--- src/hamming_pkg.sv ---
// Hamming (7,4) shared types, code word bit positions and parity group masks.
`default_nettype none

package hamming_pkg;

    typedef logic [3:0] nibble_t;   // One user data word.
    typedef logic [6:0] code_t;     // Bit i holds Hamming position i+1.
    typedef logic [2:0] syndrome_t; // 1-based position of a flipped bit.

    // Encoder pipeline depth.
    localparam int ENC_LAT = 3;

    // Bit indices inside code_t.
    localparam int POS_P1 = 0;
    localparam int POS_P2 = 1;
    localparam int POS_D0 = 2;
    localparam int POS_P4 = 3;
    localparam int POS_D1 = 4;
    localparam int POS_D2 = 5;
    localparam int POS_D3 = 6;

    // Even parity groups including their own parity bit.
    // P1 covers positions 1,3,5,7.
    localparam code_t P1_GRP = 7'b1010101;
    // P2 covers positions 2,3,6,7.
    localparam code_t P2_GRP = 7'b1100110;
    // P4 covers positions 4,5,6,7.
    localparam code_t P4_GRP = 7'b1111000;

    // Data positions only.
    localparam code_t DATA_POS = 7'b1110100;

endpackage

`default_nettype wire
--- src/ecc_store_top.sv ---
// ECC register store top level, encoder into code word array into decoder.
`timescale 1ns/100ps
`default_nettype none

// A write sampled at edge N lands in the array ENC_LAT edges later.
// Reads sampled ENC_LAT+1 or more edges after it return the new word.
// Reads return data two edges after rd_en is sampled.
module ecc_store_top #(
    parameter int ADDR_W = 3
) (
    input  logic                 clk,
    input  logic                 rst_n,
    input  logic                 wr_en,
    input  logic [ADDR_W-1:0]    wr_addr,
    input  hamming_pkg::nibble_t wr_data,
    input  hamming_pkg::code_t   inj_mask,
    input  logic                 rd_en,
    input  logic [ADDR_W-1:0]    rd_addr,
    output logic                 rd_valid,
    output hamming_pkg::nibble_t rd_data,
    output logic                 corrected
);
    import hamming_pkg::*;

    logic              enc_valid;
    logic [ADDR_W-1:0] enc_addr;
    code_t             enc_code;
    code_t             enc_mask;

    logic              st_valid;
    code_t             st_code;

    hamming_encoder #(.ADDR_W(ADDR_W)) u_encoder (
        .clk       (clk),
        .rst_n     (rst_n),
        .wr_en     (wr_en),
        .wr_addr   (wr_addr),
        .wr_data   (wr_data),
        .inj_mask  (inj_mask),
        .enc_valid (enc_valid),
        .enc_addr  (enc_addr),
        .enc_code  (enc_code),
        .enc_mask  (enc_mask)
    );

    code_store #(.ADDR_W(ADDR_W)) u_store (
        .clk       (clk),
        .rst_n     (rst_n),
        .enc_valid (enc_valid),
        .enc_addr  (enc_addr),
        .enc_code  (enc_code),
        .enc_mask  (enc_mask),
        .rd_en     (rd_en),
        .rd_addr   (rd_addr),
        .st_valid  (st_valid),
        .st_code   (st_code)
    );

    hamming_decoder u_decoder (
        .clk       (clk),
        .rst_n     (rst_n),
        .st_valid  (st_valid),
        .st_code   (st_code),
        .rd_valid  (rd_valid),
        .rd_data   (rd_data),
        .corrected (corrected)
    );

endmodule

`default_nettype wire

--- src/hamming_decoder.sv ---
// Hamming (7,4) read-side decoder, single-error correction and data extraction.
`timescale 1ns/100ps
`default_nettype none

module hamming_decoder (
    input  logic                 clk,
    input  logic                 rst_n,
    input  logic                 st_valid,
    input  hamming_pkg::code_t   st_code,
    output logic                 rd_valid,
    output hamming_pkg::nibble_t rd_data,
    output logic                 corrected
);
    import hamming_pkg::*;

    syndrome_t syn;
    code_t     flip;
    code_t     fixed_code;
    nibble_t   fixed_data;

    // Each group including its parity bit must be even.
    assign syn[0] = ^(st_code & P1_GRP);
    assign syn[1] = ^(st_code & P2_GRP);
    assign syn[2] = ^(st_code & P4_GRP);

    // One-hot mask at the position the syndrome points to.
    always_comb begin
        flip = '0;
        for (int i = 0; i < 7; i++) begin
            if (syn == syndrome_t'(i + 1)) begin
                flip[i] = 1'b1;
            end
        end
    end

    assign fixed_code = st_code ^ flip;

    assign fixed_data[0] = fixed_code[POS_D0];
    assign fixed_data[1] = fixed_code[POS_D1];
    assign fixed_data[2] = fixed_code[POS_D2];
    assign fixed_data[3] = fixed_code[POS_D3];

    always_ff @(posedge clk or negedge rst_n) begin
        if (!rst_n) begin
            rd_valid  <= 1'b0;
            corrected <= 1'b0;
        end else begin
            rd_valid  <= st_valid;
            corrected <= st_valid && (syn != '0); // Only flagged on a real read.
        end
    end

    always_ff @(posedge clk) begin
        if (st_valid) begin
            rd_data <= fixed_data;
        end
    end

endmodule

`default_nettype wire

--- src/code_store.sv ---
// Code word array with fault-mask write port and registered read port.
`timescale 1ns/100ps
`default_nettype none

module code_store #(
    parameter int ADDR_W = 3
) (
    input  logic               clk,
    input  logic               rst_n,
    input  logic               enc_valid,
    input  logic [ADDR_W-1:0]  enc_addr,
    input  hamming_pkg::code_t enc_code,
    input  hamming_pkg::code_t enc_mask,
    input  logic               rd_en,
    input  logic [ADDR_W-1:0]  rd_addr,
    output logic               st_valid,
    output hamming_pkg::code_t st_code
);
    import hamming_pkg::*;

    localparam int DEPTH = 1 << ADDR_W;

    code_t mem [DEPTH];

    // Zero is the code word of data 0, so a cleared array reads clean.
    always_ff @(posedge clk or negedge rst_n) begin
        if (!rst_n) begin
            for (int i = 0; i < DEPTH; i++) begin
                mem[i] <= '0;
            end
        end else if (enc_valid) begin
            mem[enc_addr] <= enc_code ^ enc_mask; // Injected faults land here.
        end
    end

    always_ff @(posedge clk or negedge rst_n) begin
        if (!rst_n) begin
            st_valid <= 1'b0;
        end else begin
            st_valid <= rd_en;
        end
    end

    // Old contents are returned when a write commits on the same edge.
    always_ff @(posedge clk) begin
        if (rd_en) begin
            st_code <= mem[rd_addr];
        end
    end

endmodule

`default_nettype wire

--- src/hamming_encoder.sv ---
// Hamming (7,4) write-side encoder, three registered stages from request to code word.
`timescale 1ns/100ps
`default_nettype none

module hamming_encoder #(
    parameter int ADDR_W = 3
) (
    input  logic                clk,
    input  logic                rst_n,
    input  logic                wr_en,
    input  logic [ADDR_W-1:0]   wr_addr,
    input  hamming_pkg::nibble_t wr_data,
    input  hamming_pkg::code_t  inj_mask,
    output logic                enc_valid,
    output logic [ADDR_W-1:0]   enc_addr,
    output hamming_pkg::code_t  enc_code,
    output hamming_pkg::code_t  enc_mask
);
    import hamming_pkg::*;

    logic              s1_valid;
    logic [ADDR_W-1:0] s1_addr;
    nibble_t           s1_data;
    code_t             s1_mask;

    logic              s2_valid;
    logic [ADDR_W-1:0] s2_addr;
    code_t             s2_code; // Data in place, parity still zero.
    code_t             s2_mask;

    // Valid bits per stage.
    always_ff @(posedge clk or negedge rst_n) begin
        if (!rst_n) begin
            s1_valid  <= 1'b0;
            s2_valid  <= 1'b0;
            enc_valid <= 1'b0;
        end else begin
            s1_valid  <= wr_en;
            s2_valid  <= s1_valid;
            enc_valid <= s2_valid;
        end
    end

    // Stage 1, request latch.
    always_ff @(posedge clk) begin
        s1_addr <= wr_addr;
        s1_data <= wr_data;
        s1_mask <= inj_mask;
    end

    // Stage 2, spread data bits over positions 3, 5, 6 and 7.
    always_ff @(posedge clk) begin
        s2_addr         <= s1_addr;
        s2_mask         <= s1_mask;
        s2_code         <= '0;
        s2_code[POS_D0] <= s1_data[0];
        s2_code[POS_D1] <= s1_data[1];
        s2_code[POS_D2] <= s1_data[2];
        s2_code[POS_D3] <= s1_data[3];
    end

    // Stage 3, parity bits beside the data.
    always_ff @(posedge clk) begin
        enc_addr         <= s2_addr;
        enc_mask         <= s2_mask;
        enc_code         <= s2_code & DATA_POS;
        enc_code[POS_P1] <= ^(s2_code & P1_GRP); // Even parity.
        enc_code[POS_P2] <= ^(s2_code & P2_GRP);
        enc_code[POS_P4] <= ^(s2_code & P4_GRP);
    end

endmodule

`default_nettype wire

--- config.mk ---
export PLATFORM = sky130hd
export DESIGN_NAME = ecc_store_top
export DESIGN_NICKNAME = d
export VERILOG_FILES = /design/src/hamming_pkg.sv /design/src/ecc_store_top.sv /design/src/hamming_decoder.sv /design/src/code_store.sv /design/src/hamming_encoder.sv
export SDC_FILE = /design/constraint.sdc
export NUM_CORES = 1
export LEC_CHECK = 0
export ABC_AREA = 1
export BUFFER_PORTS_ARGS = -buffer_cell sky130_fd_sc_hd__clkbuf_2
export CAP_MARGIN = 30
export CORE_MARGIN = 3
export CORE_UTILIZATION = 59
export CTS_CLUSTER_DIAMETER = 50
export DETAILED_ROUTE_END_ITERATION = 8
export GPL_TIMING_DRIVEN = 0
export PLACE_DENSITY = 0.78
export SYNTH_ARGS = -nofsm -noshare
export SYNTH_HDL_FRONTEND = slang
export SYNTH_SLANG_ARGS = --single-unit
--- constraint.sdc ---
create_clock -name clk -period 2.02 [get_ports clk]
set_clock_uncertainty 0.2 [all_clocks]
set_input_delay 0.101 -clock clk [delete_from_list [all_inputs] [get_ports clk]]
set_output_delay 0.101 -clock clk [all_outputs]
set_load 0.05 [all_outputs]
==> results of run 1 <==
## metal layers
layer,track usage,up-vias,share of wire
li1,-,1547,-
met1,0.302,1634,0.41
met2,0.389,121,0.50
met3,0.0748,29,0.060
met4,0.104,0,0.029
met5,0,-,0
## cell usage in the layout, fill, tap and decap left out, types with 17 or more instances in the layout
cell type      instances
dfrtp_1               62
o21ai_0               55
dlygate4sd3_1         18
a21oi_1               28
clkbuf_16             17
dfxtp_1               45
clkbuf_2              26
inv_1                 40
nand2_1               92
mux2_2                28
## worst max path at each step
stage                                 start                             end  slack, ps
2_1_floorplan  u_store.st_code[6]$_DFFE_PP_  u_decoder.rd_data[0]$_DFFE_PP_        540
4_1_cts        u_store.st_code[6]$_DFFE_PP_  u_decoder.rd_data[3]$_DFFE_PP_        350
3_3_place_gp                          rst_n     u_store.mem[21]$_DFFE_PN0P_        340
3_5_place_dp                     rd_addr[0]    u_store.st_code[3]$_DFFE_PP_        390
6_report       u_store.st_code[6]$_DFFE_PP_  u_decoder.rd_data[3]$_DFFE_PP_        320
5_1_grt        u_store.st_code[6]$_DFFE_PP_  u_decoder.rd_data[3]$_DFFE_PP_        190
## area by class of cell
| cell class | instances | area [um2] |
|---|---|---|
| Sequential cell | 118 | 2780 |
| Fill cell | 469 | 1850 |
| Buffer | 15 | 113 |
| Clock inverter | 13 | 105 |
| Clock buffer | 19 | 453 |
| Tap cell | 99 | 124 |
| Multi-Input combinational cell | 257 | 1420 |
| Timing Repair Buffer | 44 | 313 |
| Inverter | 46 | 173 |
## where the power goes
| group | internal (W) | total [W] | switching (W) |
|---|---|---|---|
| combinational | 0.000378 | 0.000946 | 0.000568 |
| clock | 0.00164 | 0.00276 | 0.00111 |
| sequential | 0.00278 | 0.00294 | 0.000160 |
| total | 0.00480 | 0.00664 | 0.00184 |
## state kept, by name, summed over array words and instances, names as in the netlist
register and count:
u_decoder.rd_valid 1, u_encoder.s1_addr 3, u_encoder.s2_code 4, u_store.st_code 7, u_encoder.enc_addr 3, u_encoder.enc_mask 7
u_encoder.s2_mask 7, u_store.mem 56, u_encoder.s1_data 4, u_encoder.s1_valid 1, u_encoder.s2_addr 3, u_encoder.enc_code 7
u_encoder.enc_valid 1, u_decoder.corrected 1, u_encoder.s1_mask 7, u_store.st_valid 1, u_encoder.s2_valid 1, u_decoder.rd_data 4
## cell families after synthesis
family / count (synthesis) / synth area share
AO/OA/AOI/OAI: 91 / 0.105
XOR/XNOR: 14 / 0.0274
buffers and inverters: 61 / 0.0636
flip-flops: 118 / 0.621
multiplexers: 28 / 0.0703
AND/OR/NAND/NOR: 124 / 0.112
## worst max-delay path, delay by kind of cell, from the launching register on
family | cells | cell delay [ps]
simple gates | 7 | 630
flops | 1 | 390
buf+inv | 2 | 230
## metrics by stage
step | power (W) | setup slack [ps]
after CTS | 0.00667 | 346
after global placement | 0.00380 | 338
after global routing | 0.00695 | 186
after detailed placement | 0.00387 | 389
after floorplan | 0.00359 | 543
final | 0.00664 | 324
==> impl_metrics.prom, run 1 <==
# TYPE chip_impl_metric gauge
chip_impl_metric{name="max_cap_viols",unit=""} 0
chip_impl_metric{name="layout.core_utilization",unit=""} 0.747
chip_impl_metric{name="synth_nets",unit=""} 457
chip_impl_metric{name="maximum_number_of_pins_on_one_net_before_global_route_repair",unit=""} 63
chip_impl_metric{name="required",unit="ps"} 2100
chip_impl_metric{name="route.vias.total",unit=""} 3331
chip_impl_metric{name="die_width",unit="um"} 93.2
chip_impl_metric{name="worst_ir_drop_vdd",unit="V"} 0.000972
chip_impl_info{name="tritoncts",value="done"} 1
chip_impl_metric{name="synth_top_cell_area_share",unit=""} 0.346
chip_impl_info{name="cp_common_cell",value="nand2_1"} 1
chip_impl_info{name="timing.setup.critical_path_class",value="flop to flop"} 1
chip_impl_metric{name="design_area_final",unit="um2"} 5480
chip_impl_metric{name="placementRows",unit=""} 31
chip_impl_metric{name="critPathMaxStageDelay",unit="ps"} 390
chip_impl_info{name="timing.rr.end",value="u_decoder.rd_data[3]$_DFFE_PP_"} 1
chip_impl_metric{name="share_of_final_layout_standard_cells_stronger_than_drive_strength_1",unit=""} 0.219
chip_impl_metric{name="final_antenna_net_count",unit=""} 0
chip_impl_metric{name="post_layout_instance_count_excluding_filler_cells",unit=""} 611
chip_impl_info{name="hold_class",value="input port to flop"} 1
chip_impl_metric{name="power.leakage",unit="nW"} 2.52
chip_impl_metric{name="worstHoldPathCells",unit=""} 2
chip_impl_metric{name="grt_overall_usage",unit=""} 0.242
chip_impl_metric{name="cts_post_setup_buffers_inserted",unit=""} 0
chip_impl_info{name="cell_with_the_most_instances_after_synthesis",value="nand2_1"} 1
chip_impl_metric{name="holdWs",unit="ps"} 12.4
chip_impl_metric{name="antenna_cells",unit=""} 0
chip_impl_metric{name="cts-htree-levels",unit=""} 4
chip_impl_metric{name="placedCellCount",unit=""} 561
chip_impl_info{name="setup.worst_path.start_class",value="flop"} 1
chip_impl_metric{name="count_of_unique_library_cells_instantiated_by_yosys",unit=""} 24
chip_impl_metric{name="clk_pin_slew",unit="ps"} 60
chip_impl_metric{name="clk-insertion-delay-late",unit="ps"} 520
chip_impl_metric{name="synth_edf_count",unit=""} 11
chip_impl_metric{name="route.detailed.drc",unit=""} 0
chip_impl_metric{name="final.period_utilization",unit=""} 0.840
chip_impl_info{name="outcome",value="finished clean"} 1
chip_impl_info{name="timing.rr.start",value="u_store.st_code[6]$_DFFE_PP_"} 1
chip_impl_metric{name="syn_to_final_growth",unit="%"} 22.2
chip_impl_metric{name="final_critical_period",unit="ps"} 1700
chip_impl_metric{name="final_net_count",unit=""} 520
chip_impl_metric{name="floorplan.io_pins",unit=""} 27
chip_impl_metric{name="drt_via_density",unit=""} 5.45
chip_impl_metric{name="r2r_slack",unit="ps"} 320
chip_impl_metric{name="cts_sinks",unit=""} 118
chip_impl_metric{name="timing.critical_path.arrival",unit="ps"} 1770
chip_impl_metric{name="least_margin_pin_slew",unit="ps"} 912
chip_impl_metric{name="placement.io_buffers",unit=""} 26
chip_impl_metric{name="fp.dieH",unit="um"} 93.2
chip_impl_metric{name="dp.final_hpwl",unit="um"} 5900
chip_impl_metric{name="cts-resized-gates",unit=""} 0
chip_impl_info{name="crit_path_top_delay_cell",value="edfxtp_1"} 1
chip_impl_metric{name="timing.slew.headroom",unit=""} 0.390
chip_impl_metric{name="floorplan.core_area",unit="um2"} 7330
chip_impl_metric{name="cts_buffers",unit=""} 17
chip_impl_metric{name="synthCells",unit=""} 436
chip_impl_metric{name="drt_iter0_markers",unit=""} 229
chip_impl_info{name="ys_dominant_reg_cell",value="dfrtp_1"} 1
chip_impl_info{name="yosys-top-cells-area",value="dfrtp_1 (35%), dfxtp_1 (20%), nand2_1 (7.7%)"} 1
chip_impl_info{name="min_delay_worst_endpoint",value="u_encoder.s1_data[1]$_DFF_P_"} 1
chip_impl_metric{name="max_freq",unit="MHz"} 590
chip_impl_metric{name="initial_core_util",unit=""} 0.612
chip_impl_info{name="crit_path_cell_trace",value="buf_6 -> inv_2 -> nand2_1 -> nand2_1 -> nand2_1 -> nand2_1 -> nand3_1 -> nand2_1 -> nand2_1"} 1
chip_impl_metric{name="cts_buffer_depth",unit=""} 2
chip_impl_metric{name="reg2regPathDepth",unit=""} 9
chip_impl_metric{name="antenna_found_initial",unit=""} 0
chip_impl_metric{name="gp_congestion",unit=""} 0.841
chip_impl_metric{name="drt-pass1-iter-count",unit=""} 5
chip_impl_info{name="clk_root_buffer_cell",value="clkbuf_8"} 1
chip_impl_metric{name="dpl-instance-area",unit="um2"} 4740
chip_impl_metric{name="power-per-cell-area",unit="nW/um2"} 1210
chip_impl_metric{name="global_route_wire_length_before_repair",unit="um"} 15700
chip_impl_info{name="timing.critical_path.to_type",value="flop"} 1
chip_impl_metric{name="final-hold-violation-count",unit=""} 0
chip_impl_metric{name="synth.cell_area",unit="um2"} 4480
chip_impl_metric{name="wire_per_inst",unit="um"} 15.5
chip_impl_metric{name="final.setup.tns",unit="ps"} 0
chip_impl_metric{name="synth-async-reset-ratio",unit=""} 0.525
chip_impl_info{name="synth_area_leader_cell",value="dfrtp_1"} 1
chip_impl_metric{name="dieArea",unit="um2"} 8680
chip_impl_metric{name="worstPathMaxFanout",unit=""} 8
chip_impl_info{name="rsz0062_at_grt",value="no"} 1
chip_impl_metric{name="final_max_slew_viol_count",unit=""} 0
chip_impl_metric{name="postCtsHoldBufs",unit=""} 18
chip_impl_metric{name="final-setup-viol-count",unit=""} 0
chip_impl_info{name="synth.top_cells.by_count",value="nand2_1 (92), dfrtp_1 (62), o21ai_0 (55)"} 1
chip_impl_metric{name="ys_seq_elements",unit=""} 118
chip_impl_metric{name="route.final.wire_length",unit="um"} 9460
chip_impl_metric{name="synth.avg_cell_area",unit="um2"} 10.3
chip_impl_metric{name="synth_sequential_area_ratio",unit=""} 0.621
chip_impl_metric{name="yosys_warnings",unit=""} 0
chip_impl_info{name="hp-start",value="wr_data[1]"} 1
chip_impl_metric{name="globalRouteOverflowTotal",unit=""} 0
chip_impl_metric{name="first_global_vias",unit=""} 3294
Note: power is estimated with default switching activity, not from simulation.
==> run 2: changes to the inputs <==
--- a/config.mk
+++ b/config.mk
@@ -5,15 +5,15 @@
 export SDC_FILE = /design/constraint.sdc
 export NUM_CORES = 1
 export LEC_CHECK = 0
-export ABC_AREA = 1
+export ABC_AREA = 0
 export BUFFER_PORTS_ARGS = -buffer_cell sky130_fd_sc_hd__clkbuf_2
 export CAP_MARGIN = 30
 export CORE_MARGIN = 3
-export CORE_UTILIZATION = 59
+export CORE_UTILIZATION = 53
 export CTS_CLUSTER_DIAMETER = 50
 export DETAILED_ROUTE_END_ITERATION = 8
 export GPL_TIMING_DRIVEN = 0
-export PLACE_DENSITY = 0.78
+export PLACE_DENSITY = 0.74
 export SYNTH_ARGS = -nofsm -noshare
 export SYNTH_HDL_FRONTEND = slang
 export SYNTH_SLANG_ARGS = --single-unit
==> constraint.sdc (replaced) <==
create_clock -name clk -period 1.4 [get_ports clk]
set_clock_uncertainty 0.2 [all_clocks]
set_input_delay 0.07 -clock clk [delete_from_list [all_inputs] [get_ports clk]]
set_output_delay 0.07 -clock clk [all_outputs]
set_load 0.05 [all_outputs]
==> run 2 against run 1 <==
Compared with the run above: hold slack lost 50 ps; critical path type unchanged; the flow now finishes with violations (negative hold slack, negative setup slack); global-route usage shrank 0.45 points; register-to-register slack lost 680 ps; setup slack lost 680 ps; highest routed layer unchanged; critical endpoint is now u_decoder.rd_data[1]$_DFFE_PP_; first-iteration DRC count grew 20%; sequential power grew 53%.
==> impl_metrics.prom, run 2 <==
# TYPE chip_impl_metric gauge
chip_impl_metric{name="placedCellCount",unit=""} 445
chip_impl_metric{name="timing.critical_path.arrival",unit="ps"} 1820
chip_impl_metric{name="die_width",unit="um"} 94.7
chip_impl_metric{name="final_antenna_net_count",unit=""} 0
chip_impl_metric{name="initial_core_util",unit=""} 0.560
chip_impl_metric{name="route.final.wire_length",unit="um"} 13200
chip_impl_metric{name="drt_iter0_markers",unit=""} 274
chip_impl_metric{name="cts_buffers",unit=""} 17
chip_impl_metric{name="route.vias.total",unit=""} 3339
chip_impl_metric{name="synth_nets",unit=""} 343
chip_impl_info{name="synth_area_leader_cell",value="dfrtp_1"} 1
chip_impl_info{name="setup.worst_path.start_class",value="flop"} 1
chip_impl_info{name="layout_common_cells",value="dfrtp_1 (61), dfxtp_1 (42), buf_4 (33), dlygate4sd3_1 (31), a21oi_2 (28)"} 1
chip_impl_info{name="min_delay_worst_endpoint",value="u_store.st_code[6]$_DFFE_PP_"} 1
chip_impl_metric{name="globalRouteOverflowTotal",unit=""} 0
chip_impl_metric{name="synth_sequential_area_ratio",unit=""} 0.667
chip_impl_metric{name="maximum_number_of_pins_on_one_net_before_global_route_repair",unit=""} 63
chip_impl_info{name="tritoncts",value="done"} 1
chip_impl_metric{name="drt-pass1-iter-count",unit=""} 6
chip_impl_metric{name="least_margin_pin_slew",unit="ps"} 865
chip_impl_metric{name="clk_pin_slew",unit="ps"} 60
chip_impl_info{name="top_register",value="u_store.mem"} 1
chip_impl_metric{name="power-per-cell-area",unit="nW/um2"} 1740
chip_impl_metric{name="synth-async-reset-ratio",unit=""} 0.525
chip_impl_metric{name="grt_overall_usage",unit=""} 0.237
chip_impl_metric{name="max_cap_viols",unit=""} 0
chip_impl_metric{name="cts-htree-levels",unit=""} 4
chip_impl_metric{name="fp.dieH",unit="um"} 94.7
chip_impl_info{name="violated_checks",value="negative hold slack, negative setup slack"} 1
chip_impl_metric{name="yosys_warnings",unit=""} 0
chip_impl_info{name="outcome",value="complete, but fails checks"} 1
chip_impl_metric{name="clk-insertion-delay-late",unit="ps"} 520
chip_impl_info{name="timing.rr.end",value="u_decoder.rd_data[1]$_DFFE_PP_"} 1
chip_impl_metric{name="holdWs",unit="ps"} -37.6
chip_impl_metric{name="dp.final_hpwl",unit="um"} 4700
chip_impl_metric{name="route.detailed.drc",unit=""} 0
chip_impl_metric{name="worstPathMaxFanout",unit=""} 5
chip_impl_metric{name="placement.io_buffers",unit=""} 24
chip_impl_metric{name="dieArea",unit="um2"} 8970
chip_impl_metric{name="cts_sinks",unit=""} 118
chip_impl_metric{name="synth.avg_cell_area",unit="um2"} 12.9
chip_impl_metric{name="first_global_vias",unit=""} 3319
chip_impl_metric{name="synthCells",unit=""} 322
chip_impl_info{name="rsz0062_at_grt",value="yes"} 1
chip_impl_metric{name="final_critical_period",unit="ps"} 1750
chip_impl_metric{name="required",unit="ps"} 1470
chip_impl_metric{name="global_route_wire_length_before_repair",unit="um"} 15800
chip_impl_metric{name="syn_to_final_growth",unit="%"} 54.5
chip_impl_metric{name="ys_seq_elements",unit=""} 118
chip_impl_info{name="clk_root_buffer_cell",value="clkbuf_8"} 1
chip_impl_metric{name="num-fill-cells",unit=""} 304
chip_impl_info{name="synth.top_cells.by_count",value="dfrtp_1 (62), dfxtp_1 (45), nand2_1 (35)"} 1
chip_impl_metric{name="count_of_unique_library_cells_instantiated_by_yosys",unit=""} 34
chip_impl_metric{name="reg2regPathDepth",unit=""} 5
chip_impl_metric{name="worst_ir_drop_vdd",unit="V"} 0.00165
chip_impl_info{name="layout_commonest_cell",value="dfrtp_1"} 1
chip_impl_metric{name="final.period_utilization",unit=""} 1.25
chip_impl_info{name="hp-start",value="rd_addr[0]"} 1
chip_impl_info{name="yosys-top-cells-area",value="dfrtp_1 (37%), dfxtp_1 (22%), edfxtp_1 (7.9%)"} 1
chip_impl_metric{name="worstHoldPathCells",unit=""} 3
chip_impl_metric{name="placementRows",unit=""} 31
chip_impl_metric{name="global_route_track_usage_on_met3",unit=""} 0.0645
chip_impl_metric{name="timing.slew.headroom",unit=""} 0.423
chip_impl_metric{name="share_of_final_layout_standard_cells_stronger_than_drive_strength_1",unit=""} 0.539
chip_impl_info{name="most_utilized_layer_in_the_global_route_result",value="met2"} 1
chip_impl_metric{name="r2r_slack",unit="ps"} -350
chip_impl_metric{name="gr-usage-met1",unit=""} 0.232
chip_impl_metric{name="antenna_found_initial",unit=""} 1
chip_impl_info{name="cell_with_the_most_instances_after_synthesis",value="dfrtp_1"} 1
chip_impl_metric{name="power.leakage",unit="nW"} 2.69
chip_impl_metric{name="post_layout_instance_count_excluding_filler_cells",unit=""} 560
chip_impl_metric{name="final_net_count",unit=""} 468
chip_impl_metric{name="postCtsHoldBufs",unit=""} 31
chip_impl_info{name="timing.rr.start",value="u_store.st_code[6]$_DFFE_PP_"} 1
chip_impl_metric{name="final.setup.tns",unit="ps"} -9390
chip_impl_info{name="hold_class",value="input port to flop"} 1
chip_impl_metric{name="grt_use_met2",unit=""} 0.471
chip_impl_metric{name="floorplan.core_area",unit="um2"} 7450
chip_impl_metric{name="worst_slack",unit="ps"} -353
chip_impl_info{name="timing.setup.critical_path_class",value="flop to flop"} 1
chip_impl_metric{name="final-hold-violation-count",unit=""} 3
chip_impl_metric{name="largest_reg_flops",unit=""} 56
chip_impl_metric{name="final_max_slew_viol_count",unit=""} 0
chip_impl_metric{name="synth.cell_area",unit="um2"} 4170
chip_impl_metric{name="synth_edf_count",unit=""} 11
chip_impl_metric{name="final-setup-viol-count",unit=""} 62
chip_impl_metric{name="gp_congestion",unit=""} 0.778
chip_impl_metric{name="drt_via_density",unit=""} 5.96
chip_impl_metric{name="cts_buffer_depth",unit=""} 2
chip_impl_metric{name="max_freq",unit="MHz"} 570
chip_impl_info{name="timing.critical_path.to_type",value="flop"} 1
chip_impl_metric{name="synth_top_cell_area_share",unit=""} 0.372
chip_impl_info{name="ys_dominant_reg_cell",value="dfrtp_1"} 1
chip_impl_metric{name="floorplan.io_pins",unit=""} 27
chip_impl_metric{name="wire_per_inst",unit="um"} 23.6
-- run 2: worst max path at each step --
stage,startpoint,endpoint,slack (ps),cells past startpoint
after floorplan,u_store.st_code[6]$_DFFE_PP_,u_decoder.rd_data[1]$_DFFE_PP_,-290,4
after global placement,rd_addr[1],u_store.st_code[5]$_DFFE_PP_,-520,4
after detailed placement,rd_addr[1],u_store.st_code[3]$_DFFE_PP_,-540,4
after CTS,u_store.st_code[6]$_DFFE_PP_,u_decoder.rd_data[2]$_DFFE_PP_,-340,5
after global routing,u_store.st_code[6]$_DFFE_PP_,u_decoder.rd_data[1]$_DFFE_PP_,-380,5
final,u_store.st_code[6]$_DFFE_PP_,u_decoder.rd_data[1]$_DFFE_PP_,-350,5
-- run 2: stage by stage --
stage	area [um2]	util	hold WS, ps	setup slack, ps	power (W)
final	6440	0.865	-37.6	-353	0.0112
after global routing	6440	0.865	-48.7	-384	0.0115
after CTS	5830	0.783	-54.3	-341	0.0102
after detailed placement	4470	0.600	-25.6	-539	0.00589
after global placement	4470	0.600	-27.5	-515	0.00579
after floorplan	4220	-	-426	-293	0.00549
-- run 2: kinds of logic after synthesis --
logic type,after synthesis,share of synthesized area
AO/OA/AOI/OAI,65,0.0819
multiplexers,22,0.0969
buffers and inverters,14,0.0159
flip-flops,118,0.667
XOR/XNOR,23,0.0519
AND/OR/NAND/NOR,80,0.0858
-- run 2: repair_timing --
| action | CTS | global route |
|---|---|---|
| gates cloned | 3 | 3 |
| buffers inserted | 27 | 18 |
| endpoints found under the setup margin | 66 | 70 |
| hold endpoints to repair | 92 | 4 |
| resized for setup | 70 | 143 |
| pin swaps | 19 | 28 |
-- run 2: final cells by class --
class	instances	area [um2]	share of cell area
flip-flops and latches	118	2800	0.434
multi-input cells	190	1950	0.303
repair buffers	106	883	0.137
clock buffers	19	432	0.0670
plain buffers	13	151	0.0235
well taps	99	124	0.0192
clock inverters	13	97.6	0.0152
inverters	1	3.75	0.000583
diodes	1	2.50	0.000389
-- run 2: power breakdown --
part | total (W) | internal (W) | switching (W)
sequential | 0.00451 | 0.00403 | 0.000476
clock | 0.00389 | 0.00224 | 0.00165
combinational | 0.00278 | 0.00137 | 0.00141
total | 0.0112 | 0.00764 | 0.00354
-- run 2: critical path, cell delays in order, from the launching register on --
cell and delay, ps:
edfxtp_1 400, buf_6 150, xor2_4 190, or3_4 380, a21oi_2 120, nor2_1 60
-- run 2: metal layers --
layer | vias up | share of wire
met2 | 195 | 0.56
met1 | 1691 | 0.32
met3 | 70 | 0.056
met5 | - | 0
met4 | 0 | 0.059
li1 | 1383 | -
==> run 3: changes to the inputs <==
--- a/config.mk
+++ b/config.mk
@@ -5,15 +5,15 @@
 export SDC_FILE = /design/constraint.sdc
 export NUM_CORES = 1
 export LEC_CHECK = 0
-export ABC_AREA = 0
+export ABC_AREA = 1
 export BUFFER_PORTS_ARGS = -buffer_cell sky130_fd_sc_hd__clkbuf_2
 export CAP_MARGIN = 30
 export CORE_MARGIN = 3
-export CORE_UTILIZATION = 53
+export CORE_UTILIZATION = 54
 export CTS_CLUSTER_DIAMETER = 50
 export DETAILED_ROUTE_END_ITERATION = 8
 export GPL_TIMING_DRIVEN = 0
-export PLACE_DENSITY = 0.74
+export PLACE_DENSITY = 0.75
 export SYNTH_ARGS = -nofsm -noshare
 export SYNTH_HDL_FRONTEND = slang
 export SYNTH_SLANG_ARGS = --single-unit
==> run 3 against run 2 <==
Compared with the run above: the flow finishes with violations (negative setup slack); utilization is 6.2 points lower; hold slack better by 63 ps; critical path depth is 4 higher; wire length is 3.9% lower; largest power group is now clock.
==> impl_metrics.prom, run 3 (synthesized netlist as in run 1, its figures left out) <==
# TYPE chip_impl_metric gauge
chip_impl_info{name="violated_checks",value="negative setup slack"} 1
chip_impl_metric{name="route.detailed.drc",unit=""} 0
chip_impl_metric{name="route.final.wire_length",unit="um"} 12700
chip_impl_metric{name="worst_ir_drop_vdd",unit="V"} 0.00118
chip_impl_metric{name="final_max_slew_viol_count",unit=""} 0
chip_impl_metric{name="final.period_utilization",unit=""} 1.15
chip_impl_metric{name="grt_overall_usage",unit=""} 0.261
chip_impl_info{name="setup.worst_path.start_class",value="flop"} 1
chip_impl_metric{name="die_width",unit="um"} 97.1
chip_impl_metric{name="drt_iter0_markers",unit=""} 387
chip_impl_metric{name="max_cap_viols",unit=""} 0
chip_impl_metric{name="global_route_wire_length_before_repair",unit="um"} 18900
chip_impl_metric{name="wire_per_inst",unit="um"} 19.7
chip_impl_info{name="hold_class",value="input port to async pin"} 1
chip_impl_metric{name="placementRows",unit=""} 32
chip_impl_metric{name="floorplan.io_pins",unit=""} 27
chip_impl_metric{name="critPathBufInv",unit=""} 2
chip_impl_metric{name="final_critical_period",unit="ps"} 1620
chip_impl_metric{name="max_freq",unit="MHz"} 619
chip_impl_metric{name="power-per-cell-area",unit="nW/um2"} 1690
chip_impl_metric{name="antenna_found_initial",unit=""} 0
chip_impl_metric{name="timing.slew.headroom",unit=""} 0.420
chip_impl_metric{name="cts_buffer_depth",unit=""} 2
chip_impl_metric{name="gp_congestion",unit=""} 0.851
chip_impl_metric{name="first_global_vias",unit=""} 3760
chip_impl_info{name="clk_root_buffer_cell",value="clkbuf_8"} 1
chip_impl_metric{name="syn_to_final_growth",unit="%"} 41.3
chip_impl_metric{name="globalRouteOverflowTotal",unit=""} 0
chip_impl_metric{name="route.vias.total",unit=""} 3601
chip_impl_info{name="timing.critical_path.to_type",value="flop"} 1
chip_impl_info{name="crit_path_top_delay_cell",value="edfxtp_1"} 1
chip_impl_info{name="top_register",value="u_store.mem"} 1
chip_impl_metric{name="timing.critical_path.arrival",unit="ps"} 1700
chip_impl_info{name="critical-path-top-delay-family",value="simple AND/OR/NAND/NOR gates"} 1
chip_impl_metric{name="critPathMaxStageDelay",unit="ps"} 380
chip_impl_metric{name="final-setup-viol-count",unit=""} 36
chip_impl_info{name="layout_common_cells",value="nand2_1 (71), dfrtp_1 (62), o21ai_0 (46), dfxtp_1 (43), dlygate4sd3_1 (34)"} 1
chip_impl_metric{name="dieArea",unit="um2"} 9430
chip_impl_metric{name="dp.final_hpwl",unit="um"} 5860
chip_impl_metric{name="report.power.total",unit="W"} 0.0107
chip_impl_metric{name="final_antenna_net_count",unit=""} 0
chip_impl_metric{name="share_of_final_layout_standard_cells_stronger_than_drive_strength_1",unit=""} 0.348
chip_impl_metric{name="drt-pass1-iter-count",unit=""} 5
chip_impl_metric{name="maximum_number_of_pins_on_one_net_before_global_route_repair",unit=""} 63
chip_impl_info{name="timing.setup.critical_path_class",value="flop to flop"} 1
chip_impl_metric{name="power.leakage",unit="nW"} 2.86
chip_impl_info{name="rsz0062_at_grt",value="yes"} 1
chip_impl_metric{name="fp.dieH",unit="um"} 97.1
chip_impl_metric{name="clk_pin_slew",unit="ps"} 60
chip_impl_metric{name="floorplan.core_area",unit="um2"} 7890
chip_impl_metric{name="cts_sinks",unit=""} 118
chip_impl_metric{name="placement.io_buffers",unit=""} 26
chip_impl_metric{name="antenna_cells",unit=""} 0
chip_impl_info{name="tritoncts",value="done"} 1
chip_impl_info{name="cp_common_cell",value="nand2_1"} 1
chip_impl_metric{name="drt_via_density",unit=""} 5.58
chip_impl_metric{name="cts-htree-levels",unit=""} 4
chip_impl_metric{name="layout.core_utilization",unit=""} 0.803
chip_impl_metric{name="worst_slack",unit="ps"} -215
chip_impl_metric{name="least_margin_pin_slew",unit="ps"} 870
chip_impl_info{name="outcome",value="complete, but fails checks"} 1
chip_impl_metric{name="clk-insertion-delay-late",unit="ps"} 530
chip_impl_info{name="crit_path_cell_trace",value="buf_6 -> inv_2 -> nand2_1 -> nand2_2 -> nand2_4 -> nand2_8 -> nor2_2 -> nand3_1 -> nand2_1"} 1
chip_impl_metric{name="largest_reg_flops",unit=""} 56
chip_impl_info{name="layout_commonest_cell",value="nand2_1"} 1
chip_impl_metric{name="worstPathMaxFanout",unit=""} 8
chip_impl_metric{name="cts_buffers",unit=""} 17
chip_impl_metric{name="required",unit="ps"} 1480
chip_impl_metric{name="final_net_count",unit=""} 551
chip_impl_metric{name="initial_core_util",unit=""} 0.568
chip_impl_metric{name="final-hold-violation-count",unit=""} 0
==> run 3: metal layers <==
| layer | up-vias | part of all wire | track usage |
|---|---|---|---|
| met3 | 59 | 0.074 | 0.0725 |
| met2 | 196 | 0.51 | 0.439 |
| li1 | 1604 | - | - |
| met4 | 0 | 0.044 | 0.111 |
| met1 | 1742 | 0.38 | 0.315 |
| met5 | - | 0 | 0 |
==> run 3: cell type report <==
class                           instances  area (um2)
Sequential cell                       118        2790
Inverter                               46         185
Clock inverter                         14         158
Multi-Input combinational cell        257        1860
Tap cell                              102         128
Timing Repair Buffer                   75         652
Buffer                                 15         129
Fill cell                             418        1560
Clock buffer                           18         439
==> run 3: worst register-to-register path, cell delays in order (launching register included) <==
cell      delay (ps)
edfxtp_1         380
buf_6            160
inv_2             90
nand2_1           80
nand2_2           90
nand2_4           70
nand2_8          100
nor2_2            60
nand3_1           90
nand2_1           60
==> run 3: repair_timing <==
item,CTS,global route
buffers inserted,10,5
gates resized for setup,83,63
endpoints found under the setup margin,67,65
pin swaps,17,24
hold buffers,34,0
hold endpoints to repair,89,0
==> run 3: path summary, 6_finish.rpt <==
kind / to / slack, ps / cells after the start / from
worst max-delay path: u_decoder.rd_data[1]$_DFFE_PP_ / -220 / 9 / u_store.st_code[5]$_DFFE_PP_
worst min-delay path: u_store.mem[7]$_DFFE_PN0P_ / 30 / 2 / rst_n
worst max register to register: u_decoder.rd_data[1]$_DFFE_PP_ / -220 / 9 / u_store.st_code[5]$_DFFE_PP_
worst min register to register: u_encoder.s2_mask[6]$_DFF_P_ / 120 / 0 / u_encoder.s1_mask[6]$_DFF_P_
max in group asynchronous: u_store.mem[40]$_DFFE_PN0P_ / 410 / 2 / rst_n
min in group clk: u_store.st_code[0]$_DFFE_PP_ / 30 / 5 / rd_addr[1]
==> run 3: power breakdown <==
group / internal, W / total, W / leakage [nW] / switching [W]
Clock: 0.00268 / 0.00440 / 0.295 / 0.00172
Sequential: 0.00402 / 0.00435 / 1.25 / 0.000337
Combinational: 0.000867 / 0.00192 / 1.32 / 0.00105
Total: 0.00757 / 0.0107 / 2.86 / 0.00311
==> run 3: stage by stage <==
step | setup WS (ps) | setup TNS [ps] | instances | instance area, um2 | hold WS [ps]
after floorplan | -59.2 | -227 | 436 | 4500 | -426
after global placement | -276 | -22730 | 564 | 4750 | -28.0
after detailed placement | -194 | -5920 | 564 | 4760 | -26.1
after global routing | -273 | -4020 | 645 | 6330 | 88.6
after CTS | -145 | -1200 | 640 | 6100 | 0.109
final | -215 | -2930 | 645 | 6330 | 25.6
